$ cat src/i2c_bus_pkg.sv
`default_nettype none

package i2c_bus_pkg;

    parameter int BYTE_W = 8;                   // bits per byte on the bus
    parameter int ADDR_W = 7;                   // 7-bit target address

    // command byte fields, MSB first on the wire
    typedef struct packed {
        logic [ADDR_W-1:0] addr;                // target address
        logic              rw;                  // 1 = master reads
    } i2c_cmd_fields_t;

    // command byte seen either as raw shift data or as decoded fields
    typedef union packed {
        logic [BYTE_W-1:0] raw;
        i2c_cmd_fields_t   f;
    } i2c_cmd_u;

    // synchronized bus levels and events from the line sampler
    typedef struct packed {
        logic scl;                              // synchronized scl level
        logic sda;                              // synchronized sda level
        logic scl_rise;                         // one-cycle pulse
        logic scl_fall;                         // one-cycle pulse
        logic sda_rise;                         // one-cycle pulse
        logic sda_fall;                         // one-cycle pulse
        logic drive_pt;                         // target may change sda now
    } i2c_line_ev_t;

endpackage

`default_nettype wire

$ cat src/i2c_target_pkg.sv
`default_nettype none

package i2c_target_pkg;

    // status seen by the user logic behind the target
    typedef struct packed {
        logic                              busy;     // transaction in progress
        logic                              data_vl;  // one-cycle data strobe
        logic                              rw;       // from command byte
        logic [i2c_bus_pkg::ADDR_W-1:0]    addr_slv; // address from command byte
        logic [i2c_bus_pkg::BYTE_W-1:0]    addr_reg; // register address of the byte
        logic [i2c_bus_pkg::BYTE_W-1:0]    data_rd;  // byte written by the master
    } i2c_target_status_t;

endpackage

`default_nettype wire

$ cat src/i2c_line_sampler.sv
`timescale 1ns/1ps
`default_nettype none

module i2c_line_sampler #(
    parameter int SYNC_STAGES = 2,
    parameter int DRIVE_DLY   = 4
) (
    input  logic                      CLK,
    input  logic                      RST_n,
    input  logic                      scl,
    input  logic                      sda,
    output i2c_bus_pkg::i2c_line_ev_t line_ev
);

    localparam int CNT_W = $clog2(DRIVE_DLY + 1);

    logic [1:0]       pin_sync [SYNC_STAGES];     // bit 1 is scl, bit 0 is sda
    logic [1:0]       pin_lvl;                    // last synchronizer stage
    logic [1:0]       pin_prev;                   // level one cycle earlier
    logic [1:0]       pin_rise;
    logic [1:0]       pin_fall;
    logic [CNT_W-1:0] dly_cnt;                    // 0 when no drive point pending

    assign pin_lvl  = pin_sync[SYNC_STAGES-1];
    assign pin_prev = {line_ev.scl, line_ev.sda};
    assign pin_rise = pin_lvl & ~pin_prev;
    assign pin_fall = ~pin_lvl & pin_prev;

    always_ff @(posedge CLK or negedge RST_n)
    begin
        if (!RST_n)
        begin
            for (int i = 0; i < SYNC_STAGES; i++)
                pin_sync[i] <= 2'b11;             // idle bus is high
            line_ev <= '{scl: 1'b1, sda: 1'b1, default: 1'b0};
            dly_cnt <= '0;
        end
        else
        begin
            pin_sync[0] <= {scl, sda};
            for (int i = 1; i < SYNC_STAGES; i++)
                pin_sync[i] <= pin_sync[i-1];

            line_ev.scl      <= pin_lvl[1];
            line_ev.sda      <= pin_lvl[0];
            line_ev.scl_rise <= pin_rise[1];
            line_ev.scl_fall <= pin_fall[1];
            line_ev.sda_rise <= pin_rise[0];
            line_ev.sda_fall <= pin_fall[0];

            // drive point lands DRIVE_DLY cycles after the scl_fall pulse
            line_ev.drive_pt <= (dly_cnt == CNT_W'(1));
            if (pin_fall[1])
                dly_cnt <= CNT_W'(DRIVE_DLY);
            else if (dly_cnt != '0)
                dly_cnt <= dly_cnt - 1'b1;
        end
    end

    // drive point has to land inside the scl low phase
    a_drive_in_scl_low: assert property (
        @(posedge CLK) disable iff (!RST_n)
        line_ev.drive_pt |-> !line_ev.scl
    );

endmodule

`default_nettype wire

$ cat src/i2c_target_fsm.sv
`timescale 1ns/1ps
`default_nettype none

module i2c_target_fsm (
    input  logic                              CLK,
    input  logic                              RST_n,
    input  i2c_bus_pkg::i2c_line_ev_t         line_ev,
    input  logic                              ack,
    input  logic [i2c_bus_pkg::BYTE_W-1:0]    data_wr,
    output logic                              sda_o,
    output i2c_target_pkg::i2c_target_status_t status
);

    import i2c_bus_pkg::*;

    localparam int CNT_W = $clog2(BYTE_W + 1);

    typedef enum logic [2:0] {
        ST_IDLE,
        ST_CMD,                                   // command byte in
        ST_CMD_ACK,
        ST_PTR,                                   // register pointer byte in
        ST_WACK,                                  // ack after pointer or data
        ST_RX,                                    // write data in
        ST_TX,                                    // read data out
        ST_MACK                                   // ack/nack from master
    } state_t;

    state_t            state;
    logic [BYTE_W-1:0] rx_sr;                     // receive shift register
    logic [BYTE_W-1:0] rx_next;
    logic [BYTE_W-1:0] tx_sr;                     // transmit shift register
    logic [BYTE_W-1:0] ptr;                       // register pointer
    logic [CNT_W-1:0]  bit_cnt;
    logic              ack_lvl;                   // ack level for this transaction
    logic              start_ev;
    logic              stop_ev;
    logic              rx_state;
    logic              byte_full;
    logic              rx_bit;
    logic              rx_last;
    logic              rd_nack;
    logic              tx_load;
    logic              tx_shift;
    i2c_cmd_u          cmd;

    assign start_ev  = line_ev.sda_fall && line_ev.scl;
    assign stop_ev   = line_ev.sda_rise && line_ev.scl;
    assign rx_state  = (state == ST_CMD) || (state == ST_PTR) || (state == ST_RX);
    assign byte_full = (bit_cnt == CNT_W'(BYTE_W));
    assign rx_bit    = rx_state && line_ev.scl_rise && !byte_full;
    assign rx_last   = rx_bit && (bit_cnt == CNT_W'(BYTE_W - 1));
    assign rx_next   = {rx_sr[BYTE_W-2:0], line_ev.sda};
    assign rd_nack   = (state == ST_MACK) && line_ev.scl_rise && line_ev.sda;
    assign cmd.raw   = rx_sr;

    // next read byte is fetched after the command ack or after a master ack
    assign tx_load  = line_ev.drive_pt &&
                      (((state == ST_CMD_ACK) && status.rw && !ack_lvl) ||
                       (state == ST_MACK));
    assign tx_shift = line_ev.drive_pt && (state == ST_TX) && !byte_full;

    always_ff @(posedge CLK)
    begin
        if (rx_bit)
            rx_sr <= rx_next;
        if (tx_load)
            tx_sr <= {data_wr[BYTE_W-2:0], 1'b0};
        else if (tx_shift)
            tx_sr <= {tx_sr[BYTE_W-2:0], 1'b0};
    end

    always_ff @(posedge CLK or negedge RST_n)
    begin
        if (!RST_n)
        begin
            state   <= ST_IDLE;
            bit_cnt <= '0;
            ack_lvl <= 1'b1;
            ptr     <= '0;
            sda_o   <= 1'b1;
            status  <= '0;
        end
        else
        begin
            status.data_vl <= 1'b0;
            if (stop_ev)
            begin
                state       <= ST_IDLE;
                status.busy <= 1'b0;
                sda_o       <= 1'b1;              // let go of the bus
            end
            else if (start_ev)
            begin
                state       <= ST_CMD;            // also covers repeated start
                bit_cnt     <= '0;
                status.busy <= 1'b1;
            end
            else
            begin
                if (rx_bit)
                    bit_cnt <= bit_cnt + 1'b1;
                case (state)
                    ST_CMD:
                    begin
                        if (line_ev.drive_pt && byte_full)
                        begin
                            status.addr_slv <= cmd.f.addr;
                            status.rw       <= cmd.f.rw;
                            ack_lvl         <= ack;
                            sda_o           <= ack;
                            state           <= ST_CMD_ACK;
                        end
                    end
                    ST_CMD_ACK:
                    begin
                        if (line_ev.drive_pt)
                        begin
                            bit_cnt <= '0;
                            if (!status.rw)
                            begin
                                sda_o <= 1'b1;
                                state <= ST_PTR;
                            end
                            else if (tx_load)
                            begin
                                sda_o   <= data_wr[BYTE_W-1]; // MSB goes first
                                bit_cnt <= CNT_W'(1);
                                state   <= ST_TX;
                            end
                            else
                            begin
                                sda_o <= 1'b1;    // read not acked, wait for stop
                                state <= ST_IDLE;
                            end
                        end
                    end
                    ST_PTR:
                    begin
                        if (line_ev.drive_pt && byte_full)
                        begin
                            ptr             <= rx_sr;
                            status.addr_reg <= rx_sr;
                            sda_o           <= ack_lvl;
                            state           <= ST_WACK;
                        end
                    end
                    ST_WACK:
                    begin
                        if (line_ev.drive_pt)
                        begin
                            sda_o   <= 1'b1;
                            bit_cnt <= '0;
                            state   <= ST_RX;
                        end
                    end
                    ST_RX:
                    begin
                        if (rx_last)
                        begin
                            status.data_rd  <= rx_next;
                            status.addr_reg <= ptr;
                            status.data_vl  <= 1'b1;
                            ptr             <= ptr + 1'b1; // auto-increment
                        end
                        if (line_ev.drive_pt && byte_full)
                        begin
                            sda_o <= ack_lvl;
                            state <= ST_WACK;
                        end
                    end
                    ST_TX:
                    begin
                        if (tx_shift)
                        begin
                            sda_o   <= tx_sr[BYTE_W-1];
                            bit_cnt <= bit_cnt + 1'b1;
                        end
                        else if (line_ev.drive_pt)
                        begin
                            sda_o <= 1'b1;        // release for master ack
                            state <= ST_MACK;
                        end
                    end
                    ST_MACK:
                    begin
                        if (rd_nack)
                        begin
                            sda_o       <= 1'b1;
                            status.busy <= 1'b0;
                            state       <= ST_IDLE;
                        end
                        else if (line_ev.scl_rise)
                        begin
                            status.addr_reg <= status.addr_reg + 1'b1;
                            status.data_vl  <= 1'b1;
                        end
                        if (tx_load)
                        begin
                            sda_o   <= data_wr[BYTE_W-1];
                            bit_cnt <= CNT_W'(1);
                            state   <= ST_TX;
                        end
                    end
                    default:
                    begin
                        state <= ST_IDLE;
                    end
                endcase
            end
        end
    end

    a_vl_in_busy: assert property (
        @(posedge CLK) disable iff (!RST_n)
        status.data_vl |-> status.busy
    );

    // sda only moves while scl is low, or when the bus is handed back
    a_sda_change_point: assert property (
        @(posedge CLK) disable iff (!RST_n)
        $changed(sda_o) |-> $past(line_ev.drive_pt || stop_ev || rd_nack)
    );

endmodule

`default_nettype wire

$ cat src/i2c_target_top.sv
`timescale 1ns/1ps
`default_nettype none

module i2c_target_top #(
    parameter int SYNC_STAGES = 2,                // synchronizer depth
    parameter int DRIVE_DLY   = 4                 // below the scl low time
) (
    input  logic                               CLK,
    input  logic                               RST_n,
    input  logic                               scl,
    input  logic                               sda,
    input  logic                               ack,
    input  logic [i2c_bus_pkg::BYTE_W-1:0]     data_wr,
    output logic                               sda_o,
    output i2c_target_pkg::i2c_target_status_t status
);

    import i2c_bus_pkg::*;

    i2c_line_ev_t line_ev;                        // sampler to fsm

    i2c_line_sampler #(
        .SYNC_STAGES (SYNC_STAGES),
        .DRIVE_DLY   (DRIVE_DLY)
    ) u_sampler (
        .CLK     (CLK),
        .RST_n   (RST_n),
        .scl     (scl),
        .sda     (sda),
        .line_ev (line_ev)
    );

    i2c_target_fsm u_fsm (
        .CLK     (CLK),
        .RST_n   (RST_n),
        .line_ev (line_ev),
        .ack     (ack),
        .data_wr (data_wr),
        .sda_o   (sda_o),
        .status  (status)
    );

endmodule

`default_nettype wire

$ cat config.mk
export PLATFORM = sky130hd
export DESIGN_NAME = i2c_target_top
export DESIGN_NICKNAME = d
export VERILOG_FILES = /design/src/i2c_bus_pkg.sv /design/src/i2c_target_pkg.sv /design/src/i2c_line_sampler.sv /design/src/i2c_target_fsm.sv /design/src/i2c_target_top.sv
export SDC_FILE = /design/constraint.sdc
export NUM_CORES = 1
export LEC_CHECK = 0
export BUFFER_PORTS_ARGS = -buffer_cell sky130_fd_sc_hd__buf_2
export CORE_ASPECT_RATIO = 1.75
export CORE_UTILIZATION = 40
export CTS_CLUSTER_DIAMETER = 40
export CTS_CLUSTER_SIZE = 30
export DETAILED_ROUTE_END_ITERATION = 7
export HOLD_SLACK_MARGIN = 0.15
export SLEW_MARGIN = 20
export SYNTH_ARGS = -nofsm -noshare
export SYNTH_HDL_FRONTEND = slang
export SYNTH_SLANG_ARGS = --single-unit
$ cat constraint.sdc
create_clock -name CLK -period 2.7 [get_ports CLK]
set_input_delay 0 -clock CLK [delete_from_list [all_inputs] [get_ports CLK]]
set_output_delay 0 -clock CLK [all_outputs]
set_load 0.01 [all_outputs]
==> summary by stage <==
Setup path
The capture point of the critical path is u_fsm.status[5]$_DFFE_PN0P_. The cell family with the largest share of critical-path delay is flip-flops. The end of the worst register-to-register path is u_fsm.status[5]$_DFFE_PN0P_. The longest individual stage delay on the worst path is approximately 0.83 ns.

The critical path in this run is classified as reg2reg. For the worst setup path, the data required time is approximately 3 ns. The start of the worst register-to-register path is u_fsm.state[2]$_DFFE_PN0P_. The worst endpoint data arrival time is ~2.5 ns. The critical path goes through and2_1 > nand2_1 > nor3_2 > buf_4 > mux2_2. The worst setup path is captured at a flop. The number of cells on the critical path is 5. The number of cells on the worst reg-to-reg path is 5. The critical path launch point type is a flop. The critical path starts at u_fsm.state[2]$_DFFE_PN0P_. Together, buffers and inverters on the worst path number 1. The largest individual stage delay along the critical path comes from the cell sky130_fd_sc_hd__dfrtp_1. In this run the worst path has a maximum fanout of 24. The slack of the worst reg-to-reg path is between 0.3 and 0.4 ns.

Logic synthesis
The leading area contributor after synthesis is sky130_fd_sc_hd__dfrtp_1. For this run, the leading register cell type out of synthesis is sky130_fd_sc_hd__dfrtp_1. The share of the synthesized area in the top cell type is between 30 and 40%. The mapped netlist covers roughly 3700 um^2. Counting flops and latches in the post-synthesis netlist gives 71. Yosys mapped a number of flops with a built-in enable equal to 15. Counting instances in the post-synthesis netlist gives the leading cell types as sky130_fd_sc_hd__dfrtp_1, sky130_fd_sc_hd__a21oi_1, sky130_fd_sc_hd__mux2_2, sky130_fd_sc_hd__nor2_1, sky130_fd_sc_hd__o21ai_0. The total number of yosys warnings is 0. The share of async-settable or async-resettable flops after synthesis is 78.87%.

The count of different cell masters after synthesis is between 60 and 70. The synthesized area per cell is ~11 um^2. Sorting the synthesized cells by area gives the leading types as sky130_fd_sc_hd__dfrtp_1, sky130_fd_sc_hd__edfxtp_1, sky130_fd_sc_hd__mux2_2, sky130_fd_sc_hd__dfstp_2, sky130_fd_sc_hd__a21oi_1. The sequential-to-total area share from yosys stat is 49.85%. The cell count after synthesis came out at approximately 350. The net count after synthesis is between 300 and 400.

Among all cell types in the netlist, the one instantiated most often is sky130_fd_sc_hd__dfrtp_1.

Clock tree
In this run, CTS created clock tree buffers numbering 9. The CTS clock-pin slew for the worst setup and hold paths is 0.06 ns. In this run, post-CTS repair resized a total of 0 instances. The cell sitting at the root of the clock tree is a sky130_fd_sc_hd__clkbuf_16.

TritonCTS built the clock tree. Counting along the longest clock path gives a buffer depth of 2. The H-tree was split into 3 levels. The clock sink count is 71. For this design, the CTS-stage hold fixing added 11 buffers. The number of setup buffers added after CTS is 0. The insertion delay of the later-clocked pin in the worst-skew pair is ~0.33 ns.

Placed design
The sum of net half-perimeters after detailed placement is roughly 7100 um. The placer congestion estimate is between 0.9 and 1. The post-placement worst setup slack is approximately 0.40 ns.

The count of input and output buffers is 39.

Final layout
The final-stage net count is ~430. Compared with the post-synthesis result, the final layout area differs by 20.64%. The repair_antennas step left the layout with diodes totalling 0.

The total area of sequential cells is 1862 um^2. The final core utilization is around half. After filler insertion, the fill cell instance count of the layout stands at ~860. In the final layout, the multi-input gates occupy approximately 1700 um^2.

The share of final-layout standard cells stronger than drive strength 1 is between 20% and 30%.

STA
Setup repair after global routing left no endpoint under its margin. Headroom to the max-slew limit came out at 49.48%. The final hold violation count came to 0.

Between clock sinks in the finished design, the worst skew comes to between 0.007 and 0.008 ns. The setup slack of the critical path after layout is around 0.38 ns. Counting I/O delays and the setup requirement, the final critical path takes ~2.3 ns. Based on the critical path, the design can be clocked at up to 0.4305 GHz. Setup violations remaining at the end of the flow were counted as 0. The number of pins exceeding their max-slew limit in the final report came to 0. The fraction of the cycle the final worst path needs is 86.04%. The total negative setup slack is 0 ns.

At the pin with the least slew margin, the transition time is around 0.76 ns.

Floorplanning
Once the floorplan was initialized, standard cells occupied 41.33% of the core. The area enclosed by the die boundary is between 9000 and 10000 um^2. The floorplan has 46 rows.

The chip width is 75.05 um. The I/O pin count is 40. The core area is 9036 um^2. In this run the vertical extent of the chip is about 130 um.

Global route
The first global-routing pass estimated around 15000 um of wire. The maximum number of pins on one net before global-route repair is 37. The total grt overflow is 0. The overall fraction of global-route tracks in use is between 20% and 30%. The initial antenna violation count is 0. The via count of the first global-routing pass is 3045.

Detailed routing
The number of nets with antenna violations after routing is 0. The routed wire length is around 9500 um. The via total after detailed routing is 2991. The number of design rule violations left after detail routing is 0.

The first detailed-routing pass took 4 iterations. The first-iteration detailed-routing DRC count is ~130. The wire length per cell is 17.90 um.

The average vias per placed instance is 5.612.

Power and ir drop
The power per standard cell area is ~740 nW/um^2. The leakage component of the power is 1.986 nW. VDD sags by at most ~440 uV.

Hold path
The worst min-delay path class is in2async.

Run
The tool flagged a number of max-cap violations equal to 0.

Run status
The flow ran to the end, and the final reports show no timing, DRC or antenna violations.
==> per-layer routing <==
layer | routed length [um] | vias to the layer above | track usage, %
met2 | 5372 | 85 | 38.79
met5 | 0 | - | 0
met3 | 284 | 35 | 4.093
met4 | 535 | 0 | 14.98
li1 | - | 1428 | -
met1 | 3349 | 1443 | 22.09
==> worst reg2reg max path: cells and delay by family, from the launching register on <==
family | cells | cell delay [ns]
flops | 1 | 0.83
simple gates | 3 | 0.82
mux | 1 | 0.34
buf+inv | 1 | 0.21
==> flip-flops by register name, indices dropped and copies added (netlist names) <==
signal              cells
u_fsm.ack_lvl           1
u_fsm.bit_cnt           4
u_fsm.cmd               8
u_fsm.ptr               8
u_fsm.sda_o             1
u_fsm.state             3
u_fsm.status           26
u_fsm.tx_sr             7
u_sampler.dly_cnt       3
u_sampler.line_ev       6
u_sampler.pin_lvl       2
u_sampler.pin_sync      2
==> power by group <==
| group | leakage, nW | internal (mW) | switching [mW] | total, mW |
|---|---|---|---|---|
| combinational | 0.956 | 0.287 | 0.441 | 0.728 |
| clock | 0.156 | 0.784 | 0.484 | 1.27 |
| sequential | 0.874 | 1.20 | 0.140 | 1.34 |
==> logic make-up (layout without fill, tap and decap cells) <==
kind of cell / count (synthesis) / after routing / share of synthesized area (%)
DFF: 71 / 71 / 49.85
buffers and inverters: 34 / 93 / 4.087
adders and majority gates: 7 / 7 / 2.345
AOI/OAI and AO/OA: 106 / 106 / 19.33
and+or+nand+nor: 106 / 106 / 15.61
muxes: 27 / 27 / 8.074
xor gates and xnor gates: 3 / 3 / 0.7036
==> stage by stage <==
step | instances | total power [mW] | hold slack (ns) | instance area (um^2)
6_report | 533 | 3.333 | 0.1719 | 4506
5_1_grt | 533 | 3.500 | 0.2130 | 4506
4_1_cts | 533 | 3.363 | 0.1977 | 4506
3_5_place_dp | 506 | 2.064 | 0.009769 | 4070
3_3_place_gp | 506 | 2.048 | 0.004697 | 4070
2_1_floorplan | 354 | 1.836 | -0.2956 | 3735
==> layout by cell type (no fill, tap or decap), types with 4 or more instances in the layout <==
cell type and instances:
sky130_fd_sc_hd__dfrtp_1 48, sky130_fd_sc_hd__buf_4 11, sky130_fd_sc_hd__nor3_1 5, sky130_fd_sc_hd__nor2_1 25, sky130_fd_sc_hd__clkbuf_16 10, sky130_fd_sc_hd__nand3_1 15, sky130_fd_sc_hd__dfstp_2 8, sky130_fd_sc_hd__and3_1 6
sky130_fd_sc_hd__a211oi_1 4, sky130_fd_sc_hd__a221o_1 5, sky130_fd_sc_hd__nor4_1 6, sky130_fd_sc_hd__inv_1 15, sky130_fd_sc_hd__o21ai_0 21, sky130_fd_sc_hd__nor2b_1 7, sky130_fd_sc_hd__a21oi_1 31, sky130_fd_sc_hd__nand2_1 17
sky130_fd_sc_hd__buf_2 39, sky130_fd_sc_hd__edfxtp_1 15, sky130_fd_sc_hd__mux2_2 25, sky130_fd_sc_hd__ha_1 7, sky130_fd_sc_hd__a31oi_1 7, sky130_fd_sc_hd__dlygate4sd3_1 11, sky130_fd_sc_hd__nand2b_1 4
==> worst min path at each step <==
stage,from,end,cells past startpoint
detailed placement,RST_n,u_fsm.status[11]$_DFFE_PN0P_,1
global route,RST_n,u_fsm.state[1]$_DFFE_PN0P_,2
global placement,RST_n,u_fsm.status[11]$_DFFE_PN0P_,1
finish,RST_n,u_fsm.status[11]$_DFFE_PN0P_,2
CTS,RST_n,u_fsm.status[11]$_DFFE_PN0P_,2
floorplan,RST_n,u_fsm.bit_cnt[0]$_DFFE_PN0N_,0
==> area by class of cell <==
class / instances / area share (%)
sequential: 71 / 41.32
multi-input combinational: 249 / 38.18
timing repair buffer: 61 / 8.609
clock buffer: 10 / 5.554
tap: 120 / 3.332
clock inverter: 6 / 1.666
inverter: 16 / 1.333
(Power assumes the default switching activity.)
